`config.mk`:
```
export PLATFORM = sky130hd
export DESIGN_NAME = normRound
export DESIGN_NICKNAME = d
export VERILOG_FILES = /design/src/fpMulPkg.sv /design/src/normRound.sv
export SDC_FILE = /design/constraint.sdc
export NUM_CORES = 1
export LEC_CHECK = 0
export BUFFER_PORTS_ARGS = -buffer_cell sky130_fd_sc_hd__buf_4
export CORE_ASPECT_RATIO = 0.8
export CORE_MARGIN = 5
export CORE_UTILIZATION = 30
export CTS_CLUSTER_DIAMETER = 30
export DETAILED_ROUTE_END_ITERATION = 16
export REMOVE_ABC_BUFFERS = 1
export SYNTH_ARGS = -nofsm -noshare
export SYNTH_HDL_FRONTEND = slang
export SYNTH_SLANG_ARGS = --single-unit
```
`constraint.sdc`:
```
create_clock -name clk -period 9.6 [get_ports clk]
set_clock_uncertainty 0.1 [all_clocks]
set_input_delay 2.4 -clock clk [delete_from_list [all_inputs] [get_ports clk]]
set_output_delay 2.4 -clock clk [all_outputs]
set_load 0.02 [all_outputs]
```
`src/fpMulPkg.sv`:
```
`default_nettype none

package fpMulPkg;

    ////////////////////////////////////////////////////////////
    // Single-precision format
    ////////////////////////////////////////////////////////////

    // Exponent field width
    localparam int ExpW = 8;

    // Significand width with the hidden bit
    localparam int SigW = 24;

    // Stored exponent bias
    localparam logic [ExpW-1:0] ExpBias = 8'd127;

    // All-ones exponent
    // Marks infinity or NaN depending on the fraction
    localparam logic [ExpW-1:0] ExpMax = 8'd255;

    // One packed word
    // Sign on top, then exponent, then the 23 fraction bits
    typedef logic [ExpW+SigW-1:0] float32T;

    ////////////////////////////////////////////////////////////
    // Special encodings
    ////////////////////////////////////////////////////////////

    // Canonical quiet NaN
    // Every NaN result leaves with this pattern
    localparam float32T QuietNan = 32'h7FC0_0000;

endpackage

`default_nettype wire

```
`src/normRound.sv`:
```
`timescale 1ns/1ps
`default_nettype none

module normRound (
    input  wire                               clk,
    input  wire                               rst_i,
    input  wire                               valid2_i,
    input  wire                               sign2_i,
    input  wire signed [fpMulPkg::ExpW+1:0]   expSum2_i,
    input  wire                               isNan2_i,
    input  wire                               isInf2_i,
    input  wire                               isZero2_i,
    input  wire [2*fpMulPkg::SigW-1:0]        sgfResult_i,
    output fpMulPkg::float32T                 result_o,
    output logic                              done_o,
    output logic                              overflow_o,
    output logic                              underflow_o,
    output logic                              invalid_o
);

    // Normalization
    logic                              productTop;
    logic [fpMulPkg::SigW-1:0]         mant;
    logic                              guardBit;
    logic                              stickyBit;
    logic signed [fpMulPkg::ExpW+1:0]  expNorm;

    // Rounding
    logic                              roundUp;
    logic [fpMulPkg::SigW:0]           mantRnd;
    logic                              roundCarry;
    logic [fpMulPkg::SigW-2:0]         fracRnd;
    logic signed [fpMulPkg::ExpW+1:0]  expFinal;

    // Next register values
    fpMulPkg::float32T resultNext;
    logic              overflowNext;
    logic              underflowNext;
    logic              invalidNext;

    ////////////////////////////////////////////////////////////
    // Normalize
    ////////////////////////////////////////////////////////////

    // Product of two [1,2) values lies in [1,4)
    assign productTop = sgfResult_i[2*fpMulPkg::SigW-1];

    always_comb begin
        if (productTop) begin
            // Already in [2,4), take the top bits
            mant      = sgfResult_i[2*fpMulPkg::SigW-1:fpMulPkg::SigW];
            guardBit  = sgfResult_i[fpMulPkg::SigW-1];
            stickyBit = |sgfResult_i[fpMulPkg::SigW-2:0];
            expNorm   = expSum2_i + 1;
        end else begin
            // One position lower
            mant      = sgfResult_i[2*fpMulPkg::SigW-2:fpMulPkg::SigW-1];
            guardBit  = sgfResult_i[fpMulPkg::SigW-2];
            stickyBit = |sgfResult_i[fpMulPkg::SigW-3:0];
            expNorm   = expSum2_i;
        end
    end

    ////////////////////////////////////////////////////////////
    // Round to nearest even
    ////////////////////////////////////////////////////////////

    // Ties go to the even mantissa
    assign roundUp = guardBit & (stickyBit | mant[0]);
    assign mantRnd = {1'b0, mant} + {{fpMulPkg::SigW{1'b0}}, roundUp};

    // Carry out means all ones rolled over to the next power of two
    assign roundCarry = mantRnd[fpMulPkg::SigW];
    assign fracRnd    = roundCarry ? mantRnd[fpMulPkg::SigW-1:1]
                                   : mantRnd[fpMulPkg::SigW-2:0];
    assign expFinal   = expNorm + {{(fpMulPkg::ExpW+1){1'b0}}, roundCarry};

    // Special classes first, then range, then the rounded value
    always_comb begin
        overflowNext  = 1'b0;
        underflowNext = 1'b0;
        invalidNext   = 1'b0;
        if (isNan2_i) begin
            resultNext  = fpMulPkg::QuietNan;
            invalidNext = 1'b1;
        end else if (isInf2_i) begin
            resultNext = {sign2_i, fpMulPkg::ExpMax, {(fpMulPkg::SigW-1){1'b0}}};
        end else if (isZero2_i) begin
            resultNext = {sign2_i, {(fpMulPkg::ExpW+fpMulPkg::SigW-1){1'b0}}};
        end else if (expFinal >= int'(fpMulPkg::ExpMax)) begin
            // Signed compare against the saturation limit
            resultNext   = {sign2_i, fpMulPkg::ExpMax, {(fpMulPkg::SigW-1){1'b0}}};
            overflowNext = 1'b1;
        end else if (expFinal <= 0) begin
            // No denormal results, flush to signed zero
            resultNext    = {sign2_i, {(fpMulPkg::ExpW+fpMulPkg::SigW-1){1'b0}}};
            underflowNext = 1'b1;
        end else begin
            resultNext = {sign2_i, expFinal[fpMulPkg::ExpW-1:0], fracRnd};
        end
    end

    ////////////////////////////////////////////////////////////
    // Output register
    ////////////////////////////////////////////////////////////

    always_ff @(posedge clk) begin
        if (rst_i) begin
            result_o    <= '0;
            done_o      <= 1'b0;
            overflow_o  <= 1'b0;
            underflow_o <= 1'b0;
            invalid_o   <= 1'b0;
        end else begin
            done_o <= valid2_i;
            // Outputs hold until the next valid result
            if (valid2_i) begin
                result_o    <= resultNext;
                overflow_o  <= overflowNext;
                underflow_o <= underflowNext;
                invalid_o   <= invalidNext;
            end
        end
    end

    // Front end hands over at most one special class
    classExclusive: assert property (@(posedge clk) disable iff (rst_i)
        valid2_i |-> $onehot0({isNan2_i, isInf2_i, isZero2_i}));

endmodule

`default_nettype wire

```
Word-level counts from Yosys, hierarchy flattened
Index checks and enable logic that the tools add are counted.

operators by class
  add/subtract/negate cells = 3
  order comparisons = 2
  multiplexer cells = 20
  bitwise logic cells = 2
  reduce and logical (&&, ||, !) cells = 2

operator list
  operator                                                             number
  2-to-1 mux 31 bit                                                    4
  2-to-1 mux 32 bit                                                    1
  adder 24 x 1 -> 25 bit                                               1
  2-to-1 mux 24 bit                                                    1
  2-to-1 mux 23 bit                                                    1
  OR reduction 23 bit                                                  1
  OR reduction 22 bit                                                  1
  2-to-1 mux 1 bit                                                     12
  adder 10 x 1 -> 10 bit                                               1
  adder 10 x 2 -> 10 bit (second input constant)                       1
  greater-or-equal comparator 10 x 9 -> 1 bit (second input constant)  1
  less-or-equal comparator 10 x 1 -> 1 bit (second input constant)     1
  2-to-1 mux 10 bit                                                    1
  bitwise AND 1 bit                                                    1
  bitwise OR 1 bit                                                     1

word-level totals
  register bits after elaboration = 36
  input bits = 65
  output and inout port bits = 36
  logic and storage cells = 34

Longest topological paths before layout
Gate-level depths: netlist (run 1).

  depth after elaboration = 12
  gate-level depth with buffers = 24
  gate-level depth less buffers = 17

Worst setup path after synthesis (run 1)
No wires, ideal clock.

  path kind = input-to-reg
  from = input port sgfResult_i[47] in the netlist's numbering
  to = register result_o[3]
  setup time = 96 ps
  arrival time = 7522 ps
  data required time = 9404 ps
  setup slack = 1882 ps
  cell stages on the path = 24
  buffers on the path = 7
  path through = buf_4 > buf_6 > clkbuf_1 > clkbuf_1 > buf_1 > mux2i_1 > nor2b_1 > ha_1 > nand3_1 > or4_1 > clkbuf_1 > nor2_2 > nand4_1 > inv_1 > ha_1 > ha_1 > nand2_1 > o21ai_1 > o2111ai_1 > and3_1 > o221ai_1 > o211ai_2 > buf_6 > o41ai_2

between the ends
  word-level cells in the longest chain between the ends = 11
  elaborated cells on any way between the ends = 16
  those cells by class = 2 x add/sub; 2 x order compare; 10 x mux; 2 x bitwise

ends and longest elaborated chain
  element                                                line              source
  start: declaration                                     normRound.sv:13   input wire [2*fpMulPkg::SigW-1:0] sgfResult_i,
  2-to-1 mux 1 bit or 2-to-1 mux 24 bit (tied branches)  normRound.sv:49   if (productTop) begin
  bitwise OR 1 bit                                       normRound.sv:69   assign roundUp = guardBit & (stickyBit | mant[0]);
  bitwise AND 1 bit                                      normRound.sv:69
  adder 24 x 1 -> 25 bit                                 normRound.sv:70   assign mantRnd = {1'b0, mant} + {{fpMulPkg::SigW{1'b0}}, roundUp};
  adder 10 x 1 -> 10 bit                                 normRound.sv:76   assign expFinal = expNorm + {{(fpMulPkg::ExpW+1){1'b0}}, roundCarry};
  less-or-equal comparator 10 x 1 -> 1 bit               normRound.sv:94   end else if (expFinal <= 0) begin
  2-to-1 mux 31 bit                                      normRound.sv:94
  2-to-1 mux 31 bit *                                    normRound.sv:90   end else if (expFinal >= int'(fpMulPkg::ExpMax)) begin
  2-to-1 mux 31 bit *                                    normRound.sv:88   end else if (isZero2_i) begin
  2-to-1 mux 31 bit *                                    normRound.sv:86   end else if (isInf2_i) begin
  2-to-1 mux 32 bit *                                    normRound.sv:83   if (isNan2_i) begin
  end signal: assignment                                 normRound.sv:118  result_o <= resultNext;
  end: declaration                                       normRound.sv:14   output fpMulPkg::float32T result_o,

Mark *: on every way between the ends. The rest lies on a longest branch, timed or not.
A chain may end at the register's enable or synchronous reset.

Worst setup path after layout (run 1)
  from = input port sgfResult_i[47] in the netlist's numbering
  to = register result_o[4]

The elaborated chain is that of the path after synthesis.

==> flow_metrics.tcl, run 1 <==
set metrics [dict create \
    worstMarginPinSlew_ns 1.10 \
    cts-htree-levels 2 \
    cts_hold_repair.buffers 0 \
    outcome "finished, final reports clean" \
    seq_power_share_pct 36.5 \
    std_cell_rows 33 \
    min-delay-path-class "flop to flop" \
    synth-async-reset-ratio_pct 0 \
    route.antenna.remaining_nets 0 \
    comb_power_share_pct 25.3 \
    chipWidth_um 126 \
    synth-xor-area-share_pct 13.0 \
    synth_cell_types 67 \
    initial_antenna_violation_count 0 \
    top_level_ports 101 \
    detailed_place_hpwl_mm 7.75 \
    post-route-drc-count 0 \
    worstPathArrival_ns 7.50 \
    fin_tns_setup_ns 0 \
    most-common-layout-cells "sky130_fd_sc_hd__buf_4, sky130_fd_sc_hd__nand2_1, sky130_fd_sc_hd__dfxtp_1, sky130_fd_sc_hd__o21ai_0, sky130_fd_sc_hd__xnor2_1" \
    final_global_route_overflow_total 0 \
    first_global_vias 3169 \
    final_worst_hold_slack_ns 0.357 \
    synth-seq-cells 36 \
    layout-area-overhead-vs-synth_pct 30.3 \
    p_leak_nw 1.61 \
    cellInternalPower_w 0.000305 \
    combinational_family_with_the_most_area_after_synthesis "simple AND/OR/NAND/NOR gates" \
    startpoint_type "input port" \
    reg2reg_from "result_o[22]$_SDFFE_PP0P_" \
    postSynthCellCount 408 \
    viasPerCell 5.29 \
    p_switching_w 0.000121 \
    complex_gate_fraction_of_the_synthesized_area_pct 21.5 \
    power.share.clock_pct 38.1 \
    worstSetupStartpoint "sgfResult_i[47]" \
    layout.cells.most_common "sky130_fd_sc_hd__buf_4" \
    synth_seq_area_share_pct 22.4 \
    hp-start "result_o[18]$_SDFFE_PP0P_" \
    num-nets-final 563 \
    path_clk_slew_ns 0.05 \
    final-max-slew-violation-count 0 \
    cts-root-buf "sky130_fd_sc_hd__clkbuf_16" \
    clock_tree_from_tritoncts "built" \
    max-cap-violations 0 \
    path_class "input port to flop" \
    share_of_cells_above_drive_strength_1_pct 25.9 \
    rsz0062_at_grt "false" \
    grt_pass1_wl_mm 16.4 \
    final_util_pct 40.4 \
    drt_wl_total_mm 9.88 \
    floorplan.core_area_mm2 0.0104 \
    synth.avg_cell_area_um2 7.88 \
    numPortBuffers 100 \
    cts.repair.resized 0 \
    mux_share_of_post_synthesis_cell_area_pct 8.61 \
    die_height_um 103 \
    post-route-period-util_pct 77.9 \
    grt_total_usage_pct 15.1 \
    post-cts-setup-buffers 0 \
    dieArea_mm2 0.0129 \
    synth_top_flop_cell "sky130_fd_sc_hd__dfxtp_1" \
    critPathMaxFanout 47 \
    synth.cell_area_mm2 0.00321 \
    routed-via-count 3356 \
    cts_max_path_buffers 2 \
    edff_count_synth 0 \
    max_rail_drop_vdd_mv 0.0568 \
    cts_buffers 5 \
    grt_max_degree 48 \
    clkLatencyLatePin_ns 0.28 \
    clock_tree_sinks 36 \
    final_weighted_congestion_in_routability_driven_placement 0.861 \
    routed_wl_per_cell_um 15.6 \
    ys_warns 0 \
    report.final.hold_viol_count 0 \
    max_freq_mhz 134 \
    simple_gate_area_share_of_the_yosys_netlist_pct 28.7 \
    crit_required_ns 9.62 \
    antennaDiodeCount 0 \
    drt_first_iter_violations 110 \
    share_of_synthesized_cell_area_in_full_adder_half_adder_and_majority_cells_pct 1.56 \
    drt_first_pass_iters 4 \
    start_util_pct 31.0 \
    power.density_mw_per_mm2 102 \
    swShare_pct 28.5 \
    min_period_ns 7.48 \
    setup_viol 0 \
    slew_headroom_pct 24.6 \
    crit_path_end_kind "flop" \
]
[cells by family after synthesis]
kind of cell,Yosys count
compound gates,99
xor+xnor,46
fa+ha+maj,4
buf+inv,28
flops,36
mux,27
simple gates,168
[critical path: stages]
cell and delay (ns):
sky130_fd_sc_hd__buf_4 0.46, sky130_fd_sc_hd__mux2i_1 0.15, sky130_fd_sc_hd__nor2b_1 0.13, sky130_fd_sc_hd__ha_1 0.21
sky130_fd_sc_hd__nand3_1 0.14, sky130_fd_sc_hd__or4_1 0.70, sky130_fd_sc_hd__nor2_2 0.23, sky130_fd_sc_hd__nand4_1 0.14
sky130_fd_sc_hd__inv_1 0.22, sky130_fd_sc_hd__ha_1 0.25, sky130_fd_sc_hd__ha_1 0.22, sky130_fd_sc_hd__nand2_1 0.07
sky130_fd_sc_hd__o21ai_1 0.32, sky130_fd_sc_hd__o2111ai_1 0.34, sky130_fd_sc_hd__a211oi_1 0.35, sky130_fd_sc_hd__o221ai_1 0.20
sky130_fd_sc_hd__o211ai_2 0.73, sky130_fd_sc_hd__o21ai_0 0.22
[per-stage QoR]
stage          setup WS, ns  cells  area (um2)  power (W)
4_1_cts                2.21    635        4190   0.000429
3_5_place_dp           1.92    627        4040   0.000266
5_1_grt                1.71    635        4190   0.000448
3_3_place_gp           2.13    627        4040   0.000266
6_report               2.12    635        4190   0.000427
2_1_floorplan          2.92    384        3090   0.000212
[registers in the layout, summed over array words and instances, names as in the netlist]
name         count
invalid_o        1
overflow_o       1
done_o           1
result_o        32
underflow_o      1
[cells in the mapped netlist (4+ instances only)]
master                      count  share of area, %
sky130_fd_sc_hd__nand2_1       54               6.3
sky130_fd_sc_hd__o2111ai_1      8               2.2
sky130_fd_sc_hd__o21ai_1        9               1.4
sky130_fd_sc_hd__nor3b_1        4              0.93
sky130_fd_sc_hd__o21ai_0       27               4.2
sky130_fd_sc_hd__nor2_1        15               1.8
sky130_fd_sc_hd__and2_1         4              0.78
sky130_fd_sc_hd__o31ai_1        6               1.4
sky130_fd_sc_hd__mux2i_1       22               6.9
sky130_fd_sc_hd__dfxtp_1       36                22
sky130_fd_sc_hd__a31oi_1        8               1.6
sky130_fd_sc_hd__clkbuf_1      12               1.4
sky130_fd_sc_hd__xnor2_1       23               6.3
sky130_fd_sc_hd__buf_2          6              0.93
sky130_fd_sc_hd__mux2_2         5               1.8
sky130_fd_sc_hd__a211oi_1       5               1.2
sky130_fd_sc_hd__nor4_1         8               1.6
sky130_fd_sc_hd__a21oi_1        8               1.2
sky130_fd_sc_hd__inv_1          4              0.47
sky130_fd_sc_hd__nand4b_1       4               1.1
sky130_fd_sc_hd__nor3_1        13               2.0
sky130_fd_sc_hd__nand2b_1       5              0.97
sky130_fd_sc_hd__ha_1           4               1.6
sky130_fd_sc_hd__xor2_1        21               5.7
sky130_fd_sc_hd__nand4_1       18               3.5
sky130_fd_sc_hd__nand3_1       20               3.1
[layer usage]
metal | GRT usage, % | wire length (um) | up-vias
li1 | - | - | 1706
met1 | 22.8 | 4970 | 1536
met2 | 23.3 | 4280 | 106
met3 | 2.54 | 566 | 8
met4 | 1.75 | 53 | 0
met5 | 0 | 0 | -
[area by class of cell]
cell class | instances | area [um2]
repair buffers | 103 | 773
multi-input cells | 344 | 2360
well taps | 140 | 175
clock buffers | 8 | 146
fillers | 1055 | 6180
inverters | 4 | 15.0
flip-flops and latches | 36 | 721
[power by group through the flow]
stage	sequential [W]	combinational, W	clock (W)
6_report	0.000156	0.000108	0.000163
5_1_grt	0.000156	0.000118	0.000173
4_1_cts	0.000156	0.000108	0.000165
3_5_place_dp	0.000159	0.000107	0
3_3_place_gp	0.000159	0.000107	0
2_1_floorplan	0.000164	0.0000480	0
[final timing paths]
path / end / depth (start not counted) / slack (ns)
max reg2reg: result_o[22]$_SDFFE_PP0P_ / 3 / 8.81
max: result_o[4]$_SDFFE_PP0P_ / 18 / 2.12
min: result_o[18]$_SDFFE_PP0P_ / 2 / 0.36
min reg2reg: result_o[18]$_SDFFE_PP0P_ / 2 / 0.36
Power figures use the tool's default switching activity.
==> run 2: changes to the inputs <==
- clock period: 9.6 -> 6.7 ns (I/O delays scaled with it)
==> run 2 against run 1 <==
  * Die area is the same
  * Power up 43%
  * Setup slack lost 1.5 ns
  * First-iteration DRC count grew 77%
  * Largest cell class unchanged
  * Non-clock buffer count grew 3
  * Highest routed layer unchanged
  * Utilization is 0.22 points higher
  * Sequential share of layout area decreased by 0.092 points
  * Clock power is 42% higher
  * Sequential cell count did not move
  * Register-to-register slack worse by 2.9 ns
  * Final area up 0.54%
==> flow_metrics.tcl, run 2 (synthesis gave the netlist of run 1 again) <==
set metrics [dict create \
    final-max-slew-violation-count 0 \
    crit_path_end_kind "flop" \
    cts_buffers 5 \
    family_with_the_most_delay_on_the_worst_path "simple AND/OR/NAND/NOR gates" \
    grt_max_degree 34 \
    cts-root-buf "sky130_fd_sc_hd__clkbuf_16" \
    grt_pass1_wl_mm 16.7 \
    num-nets-final 566 \
    routed_wl_per_cell_um 16.1 \
    largest_register_ff_count 32 \
    max_freq_mhz 164 \
    cell_chain_critical_path "buf_4, mux2i_1, nor2b_1, ha_1, nand3_1, or4_1, nor2_2, nand4_1, inv_1, ha_1, ha_1, nand2_1, o21ai_1, o2111ai_1, and3_1, o221ai_1, o211ai_2, buf_4, o41ai_1" \
    final_worst_hold_slack_ns 0.348 \
    layout.cells.most_common "sky130_fd_sc_hd__buf_4" \
    rsz0062_at_grt "false" \
    dieArea_mm2 0.0129 \
    cts.repair.resized 0 \
    worstMarginPinSlew_ns 0.943 \
    post-cts-setup-buffers 0 \
    most-common-layout-cells "sky130_fd_sc_hd__buf_4, sky130_fd_sc_hd__nand2_1, sky130_fd_sc_hd__dfxtp_1, sky130_fd_sc_hd__o21ai_0, sky130_fd_sc_hd__xnor2_1" \
    final_weighted_congestion_in_routability_driven_placement 0.878 \
    top_level_ports 101 \
    final_global_route_overflow_total 0 \
    min-delay-path-class "flop to flop" \
    share_of_cells_above_drive_strength_1_pct 26.3 \
    start_util_pct 31.0 \
    clock_tree_sinks 36 \
    first_global_vias 3309 \
    worstPathArrival_ns 6.19 \
    cts_max_path_buffers 2 \
    path_clk_slew_ns 0.05 \
    detailed_place_hpwl_mm 8.08 \
    layout-area-overhead-vs-synth_pct 31.0 \
    post-route-period-util_pct 91.2 \
    min_period_ns 6.11 \
    chipWidth_um 126 \
    route.antenna.remaining_nets 0 \
    critical_path.slowest_cell "sky130_fd_sc_hd__or4_1" \
    grt_total_usage_pct 15.4 \
    setup_viol 0 \
    clock_tree_from_tritoncts "built" \
    drt_first_iter_violations 195 \
    p_total_w 0.000611 \
    report.final.hold_viol_count 0 \
    fin_tns_setup_ns 0 \
    path_class "input port to flop" \
    startpoint_type "input port" \
    largest_register "result_o" \
    max_rail_drop_vdd_mv 0.0867 \
    post-route-drc-count 0 \
    die_height_um 103 \
    initial_antenna_violation_count 0 \
    critPathMaxFanout 21 \
    crit_top_cell "sky130_fd_sc_hd__ha_1" \
    crit_required_ns 6.77 \
    power.density_mw_per_mm2 145 \
    clkLatencyLatePin_ns 0.27 \
    slowest_delay_ns 0.70 \
    cts_hold_repair.buffers 0 \
    std_cell_rows 33 \
    bufs_and_invs_on_worst_path 3 \
    p_leak_nw 1.62 \
    drt_first_pass_iters 5 \
    numPortBuffers 100 \
    max-cap-violations 0 \
    routed-via-count 3476 \
    cts-htree-levels 2 \
    outcome "finished, final reports clean" \
    viasPerCell 5.45 \
    slew_headroom_pct 36.9 \
    floorplan.core_area_mm2 0.0104 \
    antennaDiodeCount 0 \
    drt_wl_total_mm 10.3 \
]
==> run 2: layout make-up <==
cell class	count	area, um2
tap	140	175
timing repair buffer	106	796
multi-input combinational	344	2360
inverter	4	15.0
fill	1074	6150
clock buffer	8	146
sequential	36	721
==> run 2: tightest hold or removal path: stages, from the launching register on <==
cell	delay (ns)
sky130_fd_sc_hd__dfxtp_1	0.31
sky130_fd_sc_hd__nand2_1	0.05
sky130_fd_sc_hd__o21ai_1	0.05
==> run 2: stage by stage <==
stage / instance area [um2] / setup WS (ns) / utilization, % / std cells
2_1_floorplan: 3090 / 0.748 / - / 384
3_3_place_gp: 4060 / 0.507 / 39.2 / 630
3_5_place_dp: 4060 / 0.322 / 39.2 / 630
4_1_cts: 4210 / 0.600 / 40.6 / 638
5_1_grt: 4210 / 0.161 / 40.6 / 638
6_report: 4210 / 0.588 / 40.6 / 638
==> run 2: where the power goes <==
group | total [W] | switching [W] | internal, W
Clock | 0.000231 | 0.0000824 | 0.000148
Sequential | 0.000224 | 0.00000320 | 0.000220
Combinational | 0.000157 | 0.0000870 | 0.0000696
==> run 2: final timing paths <==
kind | from | to | slack, ns | cells after the start
worst max-delay path | sgfResult_i[47] | result_o[17]$_SDFFE_PP0P_ | 0.59 | 19
worst min register to register | result_o[18]$_SDFFE_PP0P_ | result_o[18]$_SDFFE_PP0P_ | 0.35 | 2
worst min-delay path | result_o[18]$_SDFFE_PP0P_ | result_o[18]$_SDFFE_PP0P_ | 0.35 | 2
worst max register to register | result_o[30]$_SDFFE_PP0P_ | result_o[30]$_SDFFE_PP0P_ | 5.89 | 2
==> run 2: layer usage <==
metal | routed length, um | up-vias | GRT usage (%) | share of wire, %
met4 | 35 | 0 | 1.92 | 0.34
met2 | 4480 | 133 | 24.6 | 44
met3 | 726 | 4 | 2.74 | 7.1
met1 | 5040 | 1620 | 22.6 | 49
li1 | - | 1719 | - | -
met5 | 0 | - | 0 | 0
