### src/fpMulPkg.sv
`default_nettype none

package fpMulPkg;

    ////////////////////////////////////////////////////////////
    // Single-precision format
    ////////////////////////////////////////////////////////////

    // Exponent field width
    localparam int ExpW = 8;

    // Significand width with the hidden bit
    localparam int SigW = 24;

    // Stored exponent bias
    localparam logic [ExpW-1:0] ExpBias = 8'd127;

    // All-ones exponent
    // Marks infinity or NaN depending on the fraction
    localparam logic [ExpW-1:0] ExpMax = 8'd255;

    // One packed word
    // Sign on top, then exponent, then the 23 fraction bits
    typedef logic [ExpW+SigW-1:0] float32T;

    ////////////////////////////////////////////////////////////
    // Special encodings
    ////////////////////////////////////////////////////////////

    // Canonical quiet NaN
    // Every NaN result leaves with this pattern
    localparam float32T QuietNan = 32'h7FC0_0000;

endpackage

`default_nettype wire

### src/mulFrontEnd.sv
`timescale 1ns/1ps
`default_nettype none

module mulFrontEnd (
    input  wire                              clk,
    input  wire                              rst_i,
    input  wire                              start_i,
    input  wire fpMulPkg::float32T           opA_i,
    input  wire fpMulPkg::float32T           opB_i,
    output logic [fpMulPkg::SigW-1:0]        sigA_o,
    output logic [fpMulPkg::SigW-1:0]        sigB_o,
    output logic                             valid1_o,
    output logic                             sign2_o,
    output logic signed [fpMulPkg::ExpW+1:0] expSum2_o,
    output logic                             isNan2_o,
    output logic                             isInf2_o,
    output logic                             isZero2_o,
    output logic                             valid2_o
);

    // Stage 1 operand registers
    fpMulPkg::float32T opAReg;
    fpMulPkg::float32T opBReg;

    // Unpacked fields
    logic                        signA;
    logic                        signB;
    logic [fpMulPkg::ExpW-1:0]   expA;
    logic [fpMulPkg::ExpW-1:0]   expB;
    logic [fpMulPkg::SigW-2:0]   fracA;
    logic [fpMulPkg::SigW-2:0]   fracB;

    // Per-operand class
    logic aZero;
    logic aInf;
    logic aNan;
    logic bZero;
    logic bInf;
    logic bNan;

    // Stage 2 next values
    logic                              signNext;
    logic signed [fpMulPkg::ExpW+1:0]  expSumNext;
    logic                              nanNext;
    logic                              infNext;
    logic                              zeroNext;

    ////////////////////////////////////////////////////////////
    // Stage 1 capture
    ////////////////////////////////////////////////////////////

    // Operands only move on a start
    always_ff @(posedge clk) begin
        if (start_i) begin
            opAReg <= opA_i;
            opBReg <= opB_i;
        end
    end

    always_ff @(posedge clk) begin
        if (rst_i) begin
            valid1_o <= 1'b0;
        end else begin
            valid1_o <= start_i;
        end
    end

    // Field split
    assign {signA, expA, fracA} = opAReg;
    assign {signB, expB, fracB} = opBReg;

    // Zero exponent covers denormals too
    assign aZero = (expA == '0);
    assign bZero = (expB == '0);
    assign aInf  = (expA == fpMulPkg::ExpMax) && (fracA == '0);
    assign bInf  = (expB == fpMulPkg::ExpMax) && (fracB == '0);
    assign aNan  = (expA == fpMulPkg::ExpMax) && (fracA != '0);
    assign bNan  = (expB == fpMulPkg::ExpMax) && (fracB != '0);

    // Significands with hidden bit
    // Whole significand zeroed so denormals flush cleanly
    assign sigA_o = aZero ? '0 : {1'b1, fracA};
    assign sigB_o = bZero ? '0 : {1'b1, fracB};

    // Result sign
    assign signNext = signA ^ signB;

    // Biased sum, two spare bits for carry and sign
    assign expSumNext = {2'b00, expA} + {2'b00, expB} - {2'b00, fpMulPkg::ExpBias};

    // Result class, NaN wins over infinity wins over zero
    assign nanNext  = aNan | bNan | (aInf & bZero) | (bInf & aZero);
    assign infNext  = !nanNext && (aInf || bInf);
    assign zeroNext = !nanNext && !infNext && (aZero || bZero);

    ////////////////////////////////////////////////////////////
    // Stage 2, aligned with the product register
    ////////////////////////////////////////////////////////////

    always_ff @(posedge clk) begin
        if (valid1_o) begin
            sign2_o   <= signNext;
            expSum2_o <= expSumNext;
            isNan2_o  <= nanNext;
            isInf2_o  <= infNext;
            isZero2_o <= zeroNext;
        end
    end

    always_ff @(posedge clk) begin
        if (rst_i) begin
            valid2_o <= 1'b0;
        end else begin
            valid2_o <= valid1_o;
        end
    end

    // Side band must be fully known whenever stage 2 is valid
    validChain: assert property (@(posedge clk) disable iff (rst_i)
        valid2_o |-> !$isunknown({sign2_o, expSum2_o, isNan2_o, isInf2_o, isZero2_o}));

endmodule

`default_nettype wire

### config.mk
export PLATFORM = sky130hd
export DESIGN_NAME = mulFrontEnd
export DESIGN_NICKNAME = d
export VERILOG_FILES = /design/src/fpMulPkg.sv /design/src/mulFrontEnd.sv
export SDC_FILE = /design/constraint.sdc
export NUM_CORES = 1
export LEC_CHECK = 0
export CAP_MARGIN = 20
export CORE_UTILIZATION = 45
export DETAILED_ROUTE_END_ITERATION = 10
export DONT_BUFFER_PORTS = 1
export PLACE_DENSITY = 0.7
export REMOVE_ABC_BUFFERS = 1
export SLEW_MARGIN = 0
export SYNTH_ARGS = -nofsm -noshare
export SYNTH_HDL_FRONTEND = slang
export SYNTH_SLANG_ARGS = --single-unit
### constraint.sdc
create_clock -name clk -period 5.1 [get_ports clk]
set_input_delay 0.51 -clock clk [delete_from_list [all_inputs] [get_ports clk]]
set_output_delay 0.51 -clock clk [all_outputs]
set_load 0.02 [all_outputs]
# --- Word level (Yosys, flattened, before mapping) ---
# Index checks and enable logic that the tools add are counted.
op_classes:
  add_sub_neg: 2
  n_eq_ne: 2
  muxes: 2
  bitwise: 6
  n_reduce_logical: 17
op_table:
  columns: ["operator", "n"]
  rows:
  - ["$mux W24", 2]
  - ["$logic_not A23 Y1", 2]
  - ["$reduce_bool A23 Y1", 2]
  - ["$eq A8 B8 Y1 const B", 2]
  - ["$logic_not A8 Y1", 2]
  - ["$sub A9 B7 Y10 const B", 1]
  - ["$add A8 B8 Y9", 1]
  - ["$logic_and A1 B1 Y1", 7]
  - ["$or A1 B1 Y1", 3]
  - ["$and A1 B1 Y1", 2]
  - ["$logic_not A1 Y1", 2]
  - ["$logic_or A1 B1 Y1", 2]
  - ["$xor A1 B1 Y1", 1]
word_totals:
  reg_bits: 80
  input_bits: 67

# --- Depth between registers and ports, before layout ---
# Gate-level depths: netlist of the first run.
depth:
  ltp_word: 10
  mapped_depth: 9
  ltp_nobuf: 9

# --- Worst setup path after synthesis of the first run ---
# Ideal clock, no wire load.
synth_timing:
  kind: "register to register"
  from: "register opBReg[24]"
  to: "register expSum2_o[7] in the netlist's numbering, data pin"
  setup_time_ns: 0.264
  arrival_ns: 1.917
  required_ns: 4.836
  setup_slack_ns: 2.919
  stages_incl_launch_ff: 8
  period_less_slack_ns: 2.181
  cell_sequence: "edfxtp_1 > ha_1 > ha_1 > fa_1 > a21o_1 > a21oi_1 > or4b_1 > nand3_1"
synth_between:
  elab_chain_cells: 2
synth_rtl:
  columns: ["element", "line_no", "text"]
  rows:
  - ["start, declared", "mulFrontEnd.sv:23", "fpMulPkg::float32T opBReg;"]
  - ["start signal, assigned", "mulFrontEnd.sv:56", "opBReg <= opB_i;"]
  - ["$add A8 B8 Y9", "mulFrontEnd.sv:89", "assign expSumNext = {2'b00, expA} + {2'b00, expB} - {2'b00, fpMulPkg::ExpBias};"]
  - ["$sub A9 B7 Y10", "mulFrontEnd.sv:89", null]
  - ["net expSumNext (one bit)", "mulFrontEnd.sv:43", "logic signed [fpMulPkg::ExpW+1:0] expSumNext;"]
  - ["end signal, assigned", "mulFrontEnd.sv:103", "expSum2_o <= expSumNext;"]
  - ["end, declared", "mulFrontEnd.sv:14", "output logic signed [fpMulPkg::ExpW+1:0] expSum2_o,"]
# The timed path passes the listed nets, and every way through them passes these cells.
# A chain may end at the register's enable or synchronous reset.

# --- Final worst setup path of the first run ---
layout_timing:
  from: "register opAReg[27]"
  to: "output sigA_o[10] in the netlist's numbering"
layout_between:
  elab_chain_cells: 2
layout_rtl:
  columns: ["element", "line_no", "text"]
  rows:
  - ["start, declared", "mulFrontEnd.sv:22", "fpMulPkg::float32T opAReg;"]
  - ["start signal, assigned", "mulFrontEnd.sv:55", "opAReg <= opA_i;"]
  - ["$logic_not A8 Y1", "mulFrontEnd.sv:73", "assign aZero = (expA == '0);"]
  - ["$mux W24", "mulFrontEnd.sv:82", "assign sigA_o = aZero ? '0 : {1'b1, fracA};"]
  - ["end, declared", "mulFrontEnd.sv:10", "output logic [fpMulPkg::SigW-1:0] sigA_o,"]
# No other way between the ends.

==> results of run 1 <==
## power by group through the flow
stage               clock [uW]  sequential, uW  combinational, uW
CTS                        479             840                155
finish                     461             838                154
floorplan                    0             845                135
global route               511             847                172
global placement             0             852                154
detailed placement           0             855                154
## placed cells by master (no fill, tap or decap), drive strengths merged, types with 2 or more instances in the layout
cell      count
a211oi        3
nand2         2
and2         46
and4          2
o21ai         3
edfxtp       78
clkinv        2
xnor2         4
clkinvlp      2
clkbuf        9
nor2b         4
dfxtp         2
nand4         5
or4           2
a21o          3
inv          11
a21oi         4
nor4         12
ha           15
a311oi        3
xor2          2
nor2          5
nor3          4
## through the flow
step	utilization	std cells	setup WS, ps	area [um2]	hold slack, ps
after floorplan	-	214	2919	3337	543.1
after global placement	0.4797	313	2834	3461	566.2
after detailed placement	0.4797	313	2785	3461	567.5
after CTS	0.5078	329	2394	3664	213.8
after global routing	0.5078	329	2289	3664	202.9
final	0.5078	329	2508	3664	232.0
## path summary, 6_finish.rpt
path,from,end,slack [ps],depth (start not counted)
worst min-delay path,rst_i,valid2_o,230,1
worst max register to register,opAReg[24],expSum2_o[7],2760,7
worst max-delay path,opAReg[27],sigA_o[10],2510,3
worst min register to register,opAReg[31],sign2_o,570,1
## cell families (layout without fill, tap and decap cells)
| family | Yosys count | count (layout) | synth area share |
|---|---|---|---|
| buffers and inverters | 13 | 25 | 0.01456 |
| adder cells (fa/ha/maj) | 16 | 16 | 0.06196 |
| AO/OA/AOI/OAI | 18 | 18 | 0.03770 |
| AND/OR/NAND/NOR | 85 | 85 | 0.1594 |
| XOR/XNOR | 6 | 6 | 0.01568 |
| flip-flops | 80 | 80 | 0.7107 |
## cell type report
cell class / count / area share
Sequential cell: 80 / 0.6503
Clock inverter: 7 / 0.02152
Multi-Input combinational cell: 125 / 0.2514
Inverter: 9 / 0.009221
Tap cell: 99 / 0.03381
Clock buffer: 9 / 0.03381
## flip-flops by register name (all words and copies together) (netlist names)
name,flops
valid1_o,1
valid2_o,1
sign2_o,1
isZero2_o,1
expSum2_o,10
isInf2_o,1
isNan2_o,1
opAReg,32
opBReg,32
## layer usage
layer | global-route usage | share of wire | up-vias | routed length [um]
li1 | - | - | 834 | -
met1 | 0.1532 | 0.37 | 819 | 2065
met2 | 0.2483 | 0.51 | 88 | 2807
met3 | 0.07836 | 0.092 | 16 | 511
met4 | 0.07918 | 0.031 | 0 | 174
met5 | 0 | 0 | - | 0
==> key figures, run 1 <==
Power and ir drop
  – Sw Pwr: roughly 370 uW
  – Leakage: about 0.0013 uW
  – Comb power frac: 0.106
  – Clock power share: 0.317
  – Sw Share: 0.2569
  – Tot Pwr: 1454 uW
  – P_int: between 1000 and 1500 uW
  – Pwr Density: 396.8 nW/um2
  – Worst vdd ir: ~0.00022 V
  – Seq pwr share: 0.577

CTS
  – Root Driver: clkbuf_8
  – CTS H-tree depth: 3
  – CTS tree: built
  – Hold-fix buffers at CTS: 0
  – Clk buf depth: 2
  – Cts repair resizes: 0
  – CTS Sinks: 80
  – Post-CTS setup buffer count: 0
  – Reg clk slew, reported paths: approximately 80 ps
  – CTS Buf Count: 9
  – Worst-skew pair later-pin latency: 340 ps

Drt
  – # DRC: 0
  – WL/cell: 16.89 um
  – Via density per instance: approximately 5.3
  – Vias post-DR: 1757
  – DRT Wirelength: about 5600 um
  – ANT nets after route: 0
  – Initial DRC Count: 50
  – Pre-antenna DRT Iters: 4

Final layout
  – Reg area: between 2000 and 2500 um2
  – Fin nets: 308
  – Layout filler cell count: 631
  – Fraction of layout cells with a size suffix above 1: 0.08696
  – Antenna diode count: 0
  – Area occupied by multi-input gates: 920.9 um2
  – Syn-to-layout area delta: 9.294%

Synthesis
  – Syn. warnings: 0
  – Mapped Area: 3352 um2
  – Commonest register cell after synthesis: edfxtp_1
  – Post-synth top area cell: edfxtp_1
  – Most frequent cell after synthesis: edfxtp_1
  – Distinct cells, synth: 31
  – Mapped Avg Cell Area: roughly 15 um2
  – Seq cells post-synth: 80
  – Synth top cells by count: edfxtp_1, and2_1, ha_1
  – Synth Instances: 218
  – Register area share after synthesis: 0.7107
  – Post-synth EDFFs: 78
  – Post-synth top area share: 0.6988
  – Synth area leaders: edfxtp_1, and2_1, ha_1, nor4_1, dfxtp_1
  – Asr flop ratio synth: 0

Timing
  – RSZ-0062 raised after global routing: no
  – Tightest Pin Transition: 800.2 ps
  – Min cycle time layout: about 2600 ps
  – Crit share post-route: 0.5082
  – Max Clk Rate: approximately 390 MHz
  – Normalized max-slew margin: 0.4653
  – Number of setup violations in the final report: 0
  – Worst-case clock skew: 12.15 ps
  – Setup_tns: 0 ps
  – Final max-slew violation count: 0
  – Final Hold Fails: 0

Floorplanning
  – Num rows: 31
  – Die Ht: 88.31 um
  – Core area: 7214 um2
  – Io pins: 131
  – Full die area: 7798 um2
  – Die W: 88.31 um
  – Starting Density: 0.4646

Placed design
  – RD Place Congestion: 0.7867
  – Number of I/O port buffers: 0
  – Dpl hpwl: 4087 um

GRT
  – First-pass GRT wire length: between 8000 and 9000 um
  – Gr usage total: 0.1495
  – Initial antenna violation count: 0
  – Global route total overflow: 0
  – Vias in the first global route: 1773
  – Largest net degree at the start of global routing: 66

Worst setup path
  – CP peak stage delay: 540 ps
  – Required time of the critical path: between 4000 and 5000 ps
  – WS Path Type: flip-flop to output port
  – Startpoint Class: flip-flop
  – Crit end category: output port
  – Maximum fanout along the worst path: 26
  – Top delay family on crit path: simple AND/OR/NAND/NOR gates
  – CP bufs+invs: 0
  – CP Data Arrival Time: between 2000 and 2500 ps
  – Critical-path top delay cell: nand2_1
  – Critical-path cell list: nor4_1, nand2_1, and2_1

Worst hold path
  – Hold crit path type: primary input to flip-flop

Run
  – Max_cap viols: 0

Outcome
  – Status: completed
No activity file was read; power rests on OpenSTA's default activity.
==> run 2: changes to the inputs <==
--- a/config.mk
+++ b/config.mk
@@ -5,6 +5,7 @@
 export SDC_FILE = /design/constraint.sdc
 export NUM_CORES = 1
 export LEC_CHECK = 0
+export ABC_AREA = 1
 export CAP_MARGIN = 20
 export CORE_UTILIZATION = 45
 export DETAILED_ROUTE_END_ITERATION = 10
==> constraint.sdc (replaced) <==
create_clock -name clk -period 2.6 [get_ports clk]
set_input_delay 0.26 -clock clk [delete_from_list [all_inputs] [get_ports clk]]
set_output_delay 0.26 -clock clk [all_outputs]
set_load 0.02 [all_outputs]
==> key figures, run 2 <==
GRT
  – Met3 Use GR: 0.05276 (-0.02559)
  – Initial antenna violation count: 0 (unchanged)
  – Routing usage on met2: 0.3422 (+0.09392)
  – First-pass GRT wire length: 10940 um (+32%)
  – Gr usage total: 0.1744 (+0.02494)
  – GRT Max-Usage Layer: met2
  – Largest net degree at the start of global routing: 66 (unchanged)
  – Grt met1 use: 0.1732 (+0.01993)
  – Global route total overflow: 0 (unchanged)
  – Vias in the first global route: 2403 (+36%)

Synthesis
  – Seq cells post-synth: 80 (unchanged)
  – Post-synth top area cell: edfxtp_1
  – Post-synth top area share: 0.6559 (-0.04285)
  – Asr flop ratio synth: 0 (unchanged)
  – Most frequent cell after synthesis: nor2_1
  – Distinct cells, synth: 24 (-23%)
  – Commonest register cell after synthesis: edfxtp_1
  – Synth area leaders: edfxtp_1, nor2_1, inv_1, ha_1, nand2_1
  – Synth Instances: 311 (+43%)
  – Mapped Avg Cell Area: 11.48 um2 (-25%)
  – Register area share after synthesis: 0.6671 (-0.04358)
  – Post-synth EDFFs: 78 (unchanged)
  – Syn. warnings: 0 (unchanged)
  – Mapped Area: 3571 um2 (+6.5%)
  – Synth top cells by count: nor2_1, edfxtp_1, inv_1

Final layout
  – Syn-to-layout area delta: 25.33%
  – Fraction of layout cells with a size suffix above 1: 0.07732 (-0.009637)
  – Top flop regs: opAReg: 32 flops, opBReg: 32 flops, expSum2_o: 10 flops
  – Most common cell after layout, fill and taps aside: nor2_1
  – Fin nets: 466 (+51%)
  – Antenna diode count: 0 (unchanged)
  – Most frequent cells in the layout: nor2_1, edfxtp_1, dlygate4sd3_1, inv_1, nand2_1
  – Layout filler cell count: 628 (-0.48%)

Floorplanning
  – Full die area: 8296 um2 (+6.4%)
  – Starting Density: 0.4645 (about the same)
  – Die W: 91.08 um (+3.1%)
  – Num rows: 32 (+3.2%)
  – Die Ht: 91.08 um (+3.1%)
  – Core area: 7687 um2 (+6.6%)
  – Io pins: 131 (unchanged)

Timing
  – Crit share post-route: 0.7935
  – RSZ-0062 raised after global routing: no
  – Tightest Pin Transition: 796.7 ps (-3.446 ps)
  – Normalized max-slew margin: 0.4681 (+0.002863)
  – Final Hold Fails: 0 (unchanged)
  – Final setup margin: 536.8 ps (-1971 ps)
  – Worst-case clock skew: 6.484 ps (-5.661 ps)
  – Final max-slew violation count: 0 (unchanged)
  – Max Clk Rate: 484.7 MHz
  – Min cycle time layout: just over 2000 ps
  – Number of setup violations in the final report: 0 (unchanged)
  – Setup_tns: 0 ps (unchanged)

CTS
  – Worst-skew pair later-pin latency: 340 ps (about the same)
  – Root Driver: clkbuf_8
  – Cts repair resizes: 0 (unchanged)
  – CTS H-tree depth: 3 (unchanged)
  – Clk buf depth: 2 (unchanged)
  – CTS tree: built
  – Reg clk slew, reported paths: 80 ps (about the same)
  – CTS Sinks: 80 (unchanged)
  – CTS Buf Count: 9 (unchanged)

Placed design
  – Dpl hpwl: 4649 um (+14%)
  – Number of I/O port buffers: 0 (unchanged)
  – Pre-CTS setup slack: 531.9 ps (-2253 ps)
  – RD Place Congestion: 0.8090 (+2.8%)

Worst setup path
  – WS Path Type: flip-flop to flip-flop
  – Required time of the critical path: 2690 ps (-1900 ps)
  – Maximum fanout along the worst path: 3 (-88%)
  – CP Data Arrival Time: 2150 ps (+70 ps)
  – Critical path launch point: opAReg[24]
  – Startpoint Class: flip-flop
  – FF-to-FF Start: opAReg[24]
  – Crit end category: flip-flop

Power and ir drop
  – Sw Pwr: 764.5 uW (+100%)
  – Seq pwr share: 0.581 (+0.004)
  – P_int: 2068 uW (+91%)
  – Worst vdd ir: 0.0004958 V (+130%)
  – Clock power share: 0.276 (-0.041)
  – Sw Share: 0.2699 (+0.01302)
  – Pwr Density: 632.9 nW/um2 (+60%)
  – Comb power frac: 0.143 (+0.037)
  – Leakage: 0.001887 uW (+50%)

Drt
  – WL/cell: 14.21 um (-16%)
  – ANT nets after route: 0 (unchanged)
  – Pre-antenna DRT Iters: 4 (unchanged)
  – # DRC: 0 (unchanged)
  – Via density per instance: 4.751 (-11%)
  – Initial DRC Count: 88 (+76%)
  – Vias post-DR: 2328 (+32%)
  – DRT Wirelength: 6962 um (+25%)

Run
  – Max_cap viols: 0 (unchanged)

Worst hold path
  – Hold path startpoint: start_i
  – Hold crit path type: primary input to flip-flop

Outcome
  – Status: completed
-- run 2: cell families after synthesis --
family	synth area share
AO/OA/AOI/OAI	0.01507
XOR/XNOR	0.01717
adder cells (fa/ha/maj)	0.05816
buffers and inverters	0.07884
flip-flops	0.6671
AND/OR/NAND/NOR	0.1636
-- run 2: per-stage QoR --
| step | total power [uW] | utilization | instance area, um2 | cells | hold WS (ps) |
|---|---|---|---|---|---|
| after floorplan | 1938 | - | 3526 | 307 | 331.2 |
| after global placement | 1986 | 0.4753 | 3654 | 409 | 331.8 |
| after detailed placement | 1999 | 0.4753 | 3654 | 409 | 334.6 |
| after CTS | 2852 | 0.5822 | 4476 | 490 | 6.411 |
| after global routing | 2962 | 0.5822 | 4476 | 490 | 3.511 |
| final | 2833 | 0.5822 | 4476 | 490 | 27.39 |
-- run 2: power by group through the flow --
stage / Clock [uW] / Sequential, uW / Combinational [uW]
finish: 782 / 1650 / 404
global route: 857 / 1660 / 444
CTS: 802 / 1650 / 402
detailed placement: 0 / 1680 / 321
global placement: 0 / 1670 / 315
floorplan: 0 / 1660 / 277
-- run 2: critical path: stages, from the launching register on --
cell and delay (ps):
edfxtp_1 440, ha_1 330, ha_1 240, fa_1 440
nand4_1 120, nand3_1 100, xor2_1 160
-- run 2: cell type report --
type                    count  area (um2)  share of cell area
flip-flops and latches     80        2382              0.5323
multi-input cells         164       907.1              0.2027
clock inverters             7       47.55             0.01062
inverters                  63       236.5             0.05284
well taps                 102       127.6             0.02852
repair buffers             65       650.6              0.1454
clock buffers               9       123.9             0.02768
-- run 2: metal layers --
layer  part of all wire  vias to the layer above
li1                   -                     1143
met1               0.38                     1098
met2               0.57                       84
met3              0.052                        3
met4             0.0059                        0
met5                  0                        -
-- run 2: what timing repair did --
| item | 4_1_cts | 5_1_grt |
|---|---|---|
| endpoints found under the hold margin | 66 | 0 |
| buffers inserted | 0 | 0 |
| hold buffers | 65 | 0 |
-- run 2: final timing paths --
kind / endpoint / slack [ps] / cells after the start
worst max-delay path: expSum2_o[7] / 540 / 6
worst min-delay path: opAReg[31] / 30 / 0
worst max register to register: expSum2_o[7] / 540 / 6
worst min register to register: sign2_o / 580 / 1
==> run 3: changes to the inputs <==
==> constraint.sdc (replaced) <==
create_clock -name clk -period 1.9 [get_ports clk]
set_input_delay 0.19 -clock clk [delete_from_list [all_inputs] [get_ports clk]]
set_output_delay 0.19 -clock clk [all_outputs]
set_load 0.02 [all_outputs]
==> key figures, run 3 (synthesis gave the netlist of run 2 again) <==
GRT
  – Global route total overflow: 0 (unchanged)
  – Largest net degree at the start of global routing: 66 (unchanged)
  – First-pass GRT wire length: 11270 um (+3.0%)
  – Gr usage total: 0.1792 (+0.004726)
  – Initial antenna violation count: 0 (unchanged)
  – Vias in the first global route: 2470 (+2.8%)

Floorplanning
  – Num rows: 32 (unchanged)
  – Io pins: 131 (unchanged)
  – Full die area: 8296 um2 (unchanged)
  – Core area: 7687 um2 (unchanged)
  – Die W: 91.08 um (unchanged)
  – Starting Density: 0.4645 (unchanged)
  – Die Ht: 91.08 um (unchanged)

Drt
  – WL/cell: 14.11 um (-0.68%)
  – Via density per instance: 4.708 (-0.90%)
  – Initial DRC Count: 73 (-17%)
  – Met2 WL post-DR: 3855 um (-2.3%)
  – Pre-antenna DRT Iters: 6 (+2)
  – Met1 WL: 2695 um (+3.1%)
  – Routed wl met3: 379 um (+5.3%)
  – Top Layer Used: met4
  – # DRC: 0 (unchanged)
  – Vias post-DR: 2373 (+1.9%)
  – DRT Wirelength: 7112 um (+2.2%)
  – ANT nets after route: 0 (unchanged)

Final layout
  – Most common cell after layout, fill and taps aside: nor2_1
  – Most frequent cells in the layout: nor2_1, edfxtp_1, dlygate4sd3_1, inv_1, nand2_1
  – Final cell count without fillers: 504 (+2.9%)
  – Antenna diode count: 0 (unchanged)
  – Fin nets: 480 (+3.0%)
  – Top flop regs: opAReg: 32 flops, opBReg: 32 flops, expSum2_o: 10 flops
  – Fraction of layout cells with a size suffix above 1: 0.1443 (+0.06696)
  – Syn-to-layout area delta: 31.15%

Timing
  – Worst-case clock skew: 8.642 ps (+2.158 ps)
  – RSZ-0062 raised after global routing: yes
  – Final max-slew violation count: 0 (unchanged)
  – Setup_tns: 0 ps (unchanged)
  – Worst hold slack: -34.32 ps (-61.71 ps)
  – Normalized max-slew margin: 0.5753 (+0.1071)
  – Max Clk Rate: 526.5 MHz (+8.6%)
  – Min cycle time layout: 1899 ps (-163.9 ps)
  – Tightest Pin Transition: 636.2 ps (-160.5 ps)
  – Number of setup violations in the final report: 0 (unchanged)
  – Crit share post-route: 0.9996 (+0.2061)
  – Final setup margin: 0.7201 ps (-536.1 ps)
  – Final Hold Fails: 42 (+42)

Worst setup path
  – Maximum fanout along the worst path: 3 (unchanged)
  – Startpoint Class: flip-flop
  – Required time of the critical path: 2000 ps (-690 ps)
  – CP Data Arrival Time: 1990 ps (-160 ps)
  – R2R Setup Slk: 0.7 ps (-540 ps)
  – Crit end category: flip-flop
  – WS Path Type: flip-flop to flip-flop

Outcome
  – Status: finished with violations
  – Failing checks: hold timing

Run
  – Max_cap viols: 0 (unchanged)

Worst hold path
  – Hold crit path type: primary input to flip-flop

CTS
  – CTS Buf Count: 9 (unchanged)
  – CTS Sinks: 80 (unchanged)
  – Root Driver: clkbuf_8
  – Reg clk slew, reported paths: 80 ps (about the same)
  – Worst-skew pair later-pin latency: 340 ps (about the same)
  – Clk buf depth: 2 (unchanged)
  – Hold-fix buffers at CTS: 66 (+1.5%)
  – CTS tree: built
  – CTS H-tree depth: 3 (unchanged)

Power and ir drop
  – Seq pwr share: 0.546 (-0.035)
  – Clock power share: 0.298 (+0.022)
  – Sw Share: 0.2567 (-0.01324)
  – Worst vdd ir: 0.0005726 V (+15%)
  – Comb power frac: 0.156 (+0.013)
  – Leakage: 0.001983 uW (+5.1%)
  – Sw Pwr: 1058 uW (+38%)
  – Pwr Density: 879.9 nW/um2 (+39%)
  – P_int: 3063 uW (+48%)

Placed design
  – Number of I/O port buffers: 0 (unchanged)
  – Dpl hpwl: 4640 um (-0.20%)
  – Pre-CTS setup slack: -126.1 ps (-658.0 ps)
  – RD Place Congestion: 0.8051 (-0.48%)
  – DP Cell Count: 419 (+2.4%)
[run 3: cell count changes in the layout (fill, tap and decap cells not counted), moves of 3 or more]
cell,previous run,this run
buf_4,0,13
ha_1,15,12
nor2_1,87,80
nor2_2,3,10
[run 3: final timing paths]
| kind | startpoint | end | depth (start not counted) |
|---|---|---|---|
| max | opAReg[24] | expSum2_o[7] | 6 |
| min | start_i | opBReg[25] | 0 |
| max reg2reg | opAReg[24] | expSum2_o[7] | 6 |
| min reg2reg | opAReg[31] | sign2_o | 1 |
[run 3: final cells by class]
cell class	instances	area (um2)
clock buffer	11	141.4
inverter	63	249.0
tap	102	127.6
clock inverter	5	56.30
sequential	80	2382
timing repair buffer	79	758.2
fill	626	3004
multi-input combinational	164	968.4
[run 3: per-stage QoR]
stage,total power [uW],instance area [um2],util
after floorplan,2652,3526,-
after global placement,2753,3729,0.4850
after detailed placement,2771,3729,0.4850
after CTS,4116,4607,0.5993
after global routing,4298,4683,0.6092
final,4121,4683,0.6092
[run 3: layer usage]
layer | global-route usage | vias to the layer above
met5 | 0 | -
met4 | 0.09127 | 0
met3 | 0.04606 | 19
met2 | 0.3314 | 89
met1 | 0.1859 | 1091
li1 | - | 1174
[run 3: critical path, cell delays in order (launching register included)]
cell and delay (ps):
edfxtp_1 420, ha_1 300, ha_2 190, fa_2 370, nand4_1 120, nand3_2 110, xor2_1 150
[run 3: power by group through the flow]
stage               combinational (uW)  clock (uW)  sequential, uW
global placement                   470           0            2280
floorplan                          380           0            2270
global route                       704        1320            2270
CTS                                602        1260            2250
detailed placement                 480           0            2290
finish                             641        1230            2250
[run 3: what timing repair did]
| action | in CTS | in global routing |
|---|---|---|
| resized for setup | 6 | 15 |
| buffers inserted | 0 | 3 |
| endpoints found under the setup margin | 50 | 36 |
| pin swaps | 3 | 4 |
| hold endpoints to repair | 130 | 64 |
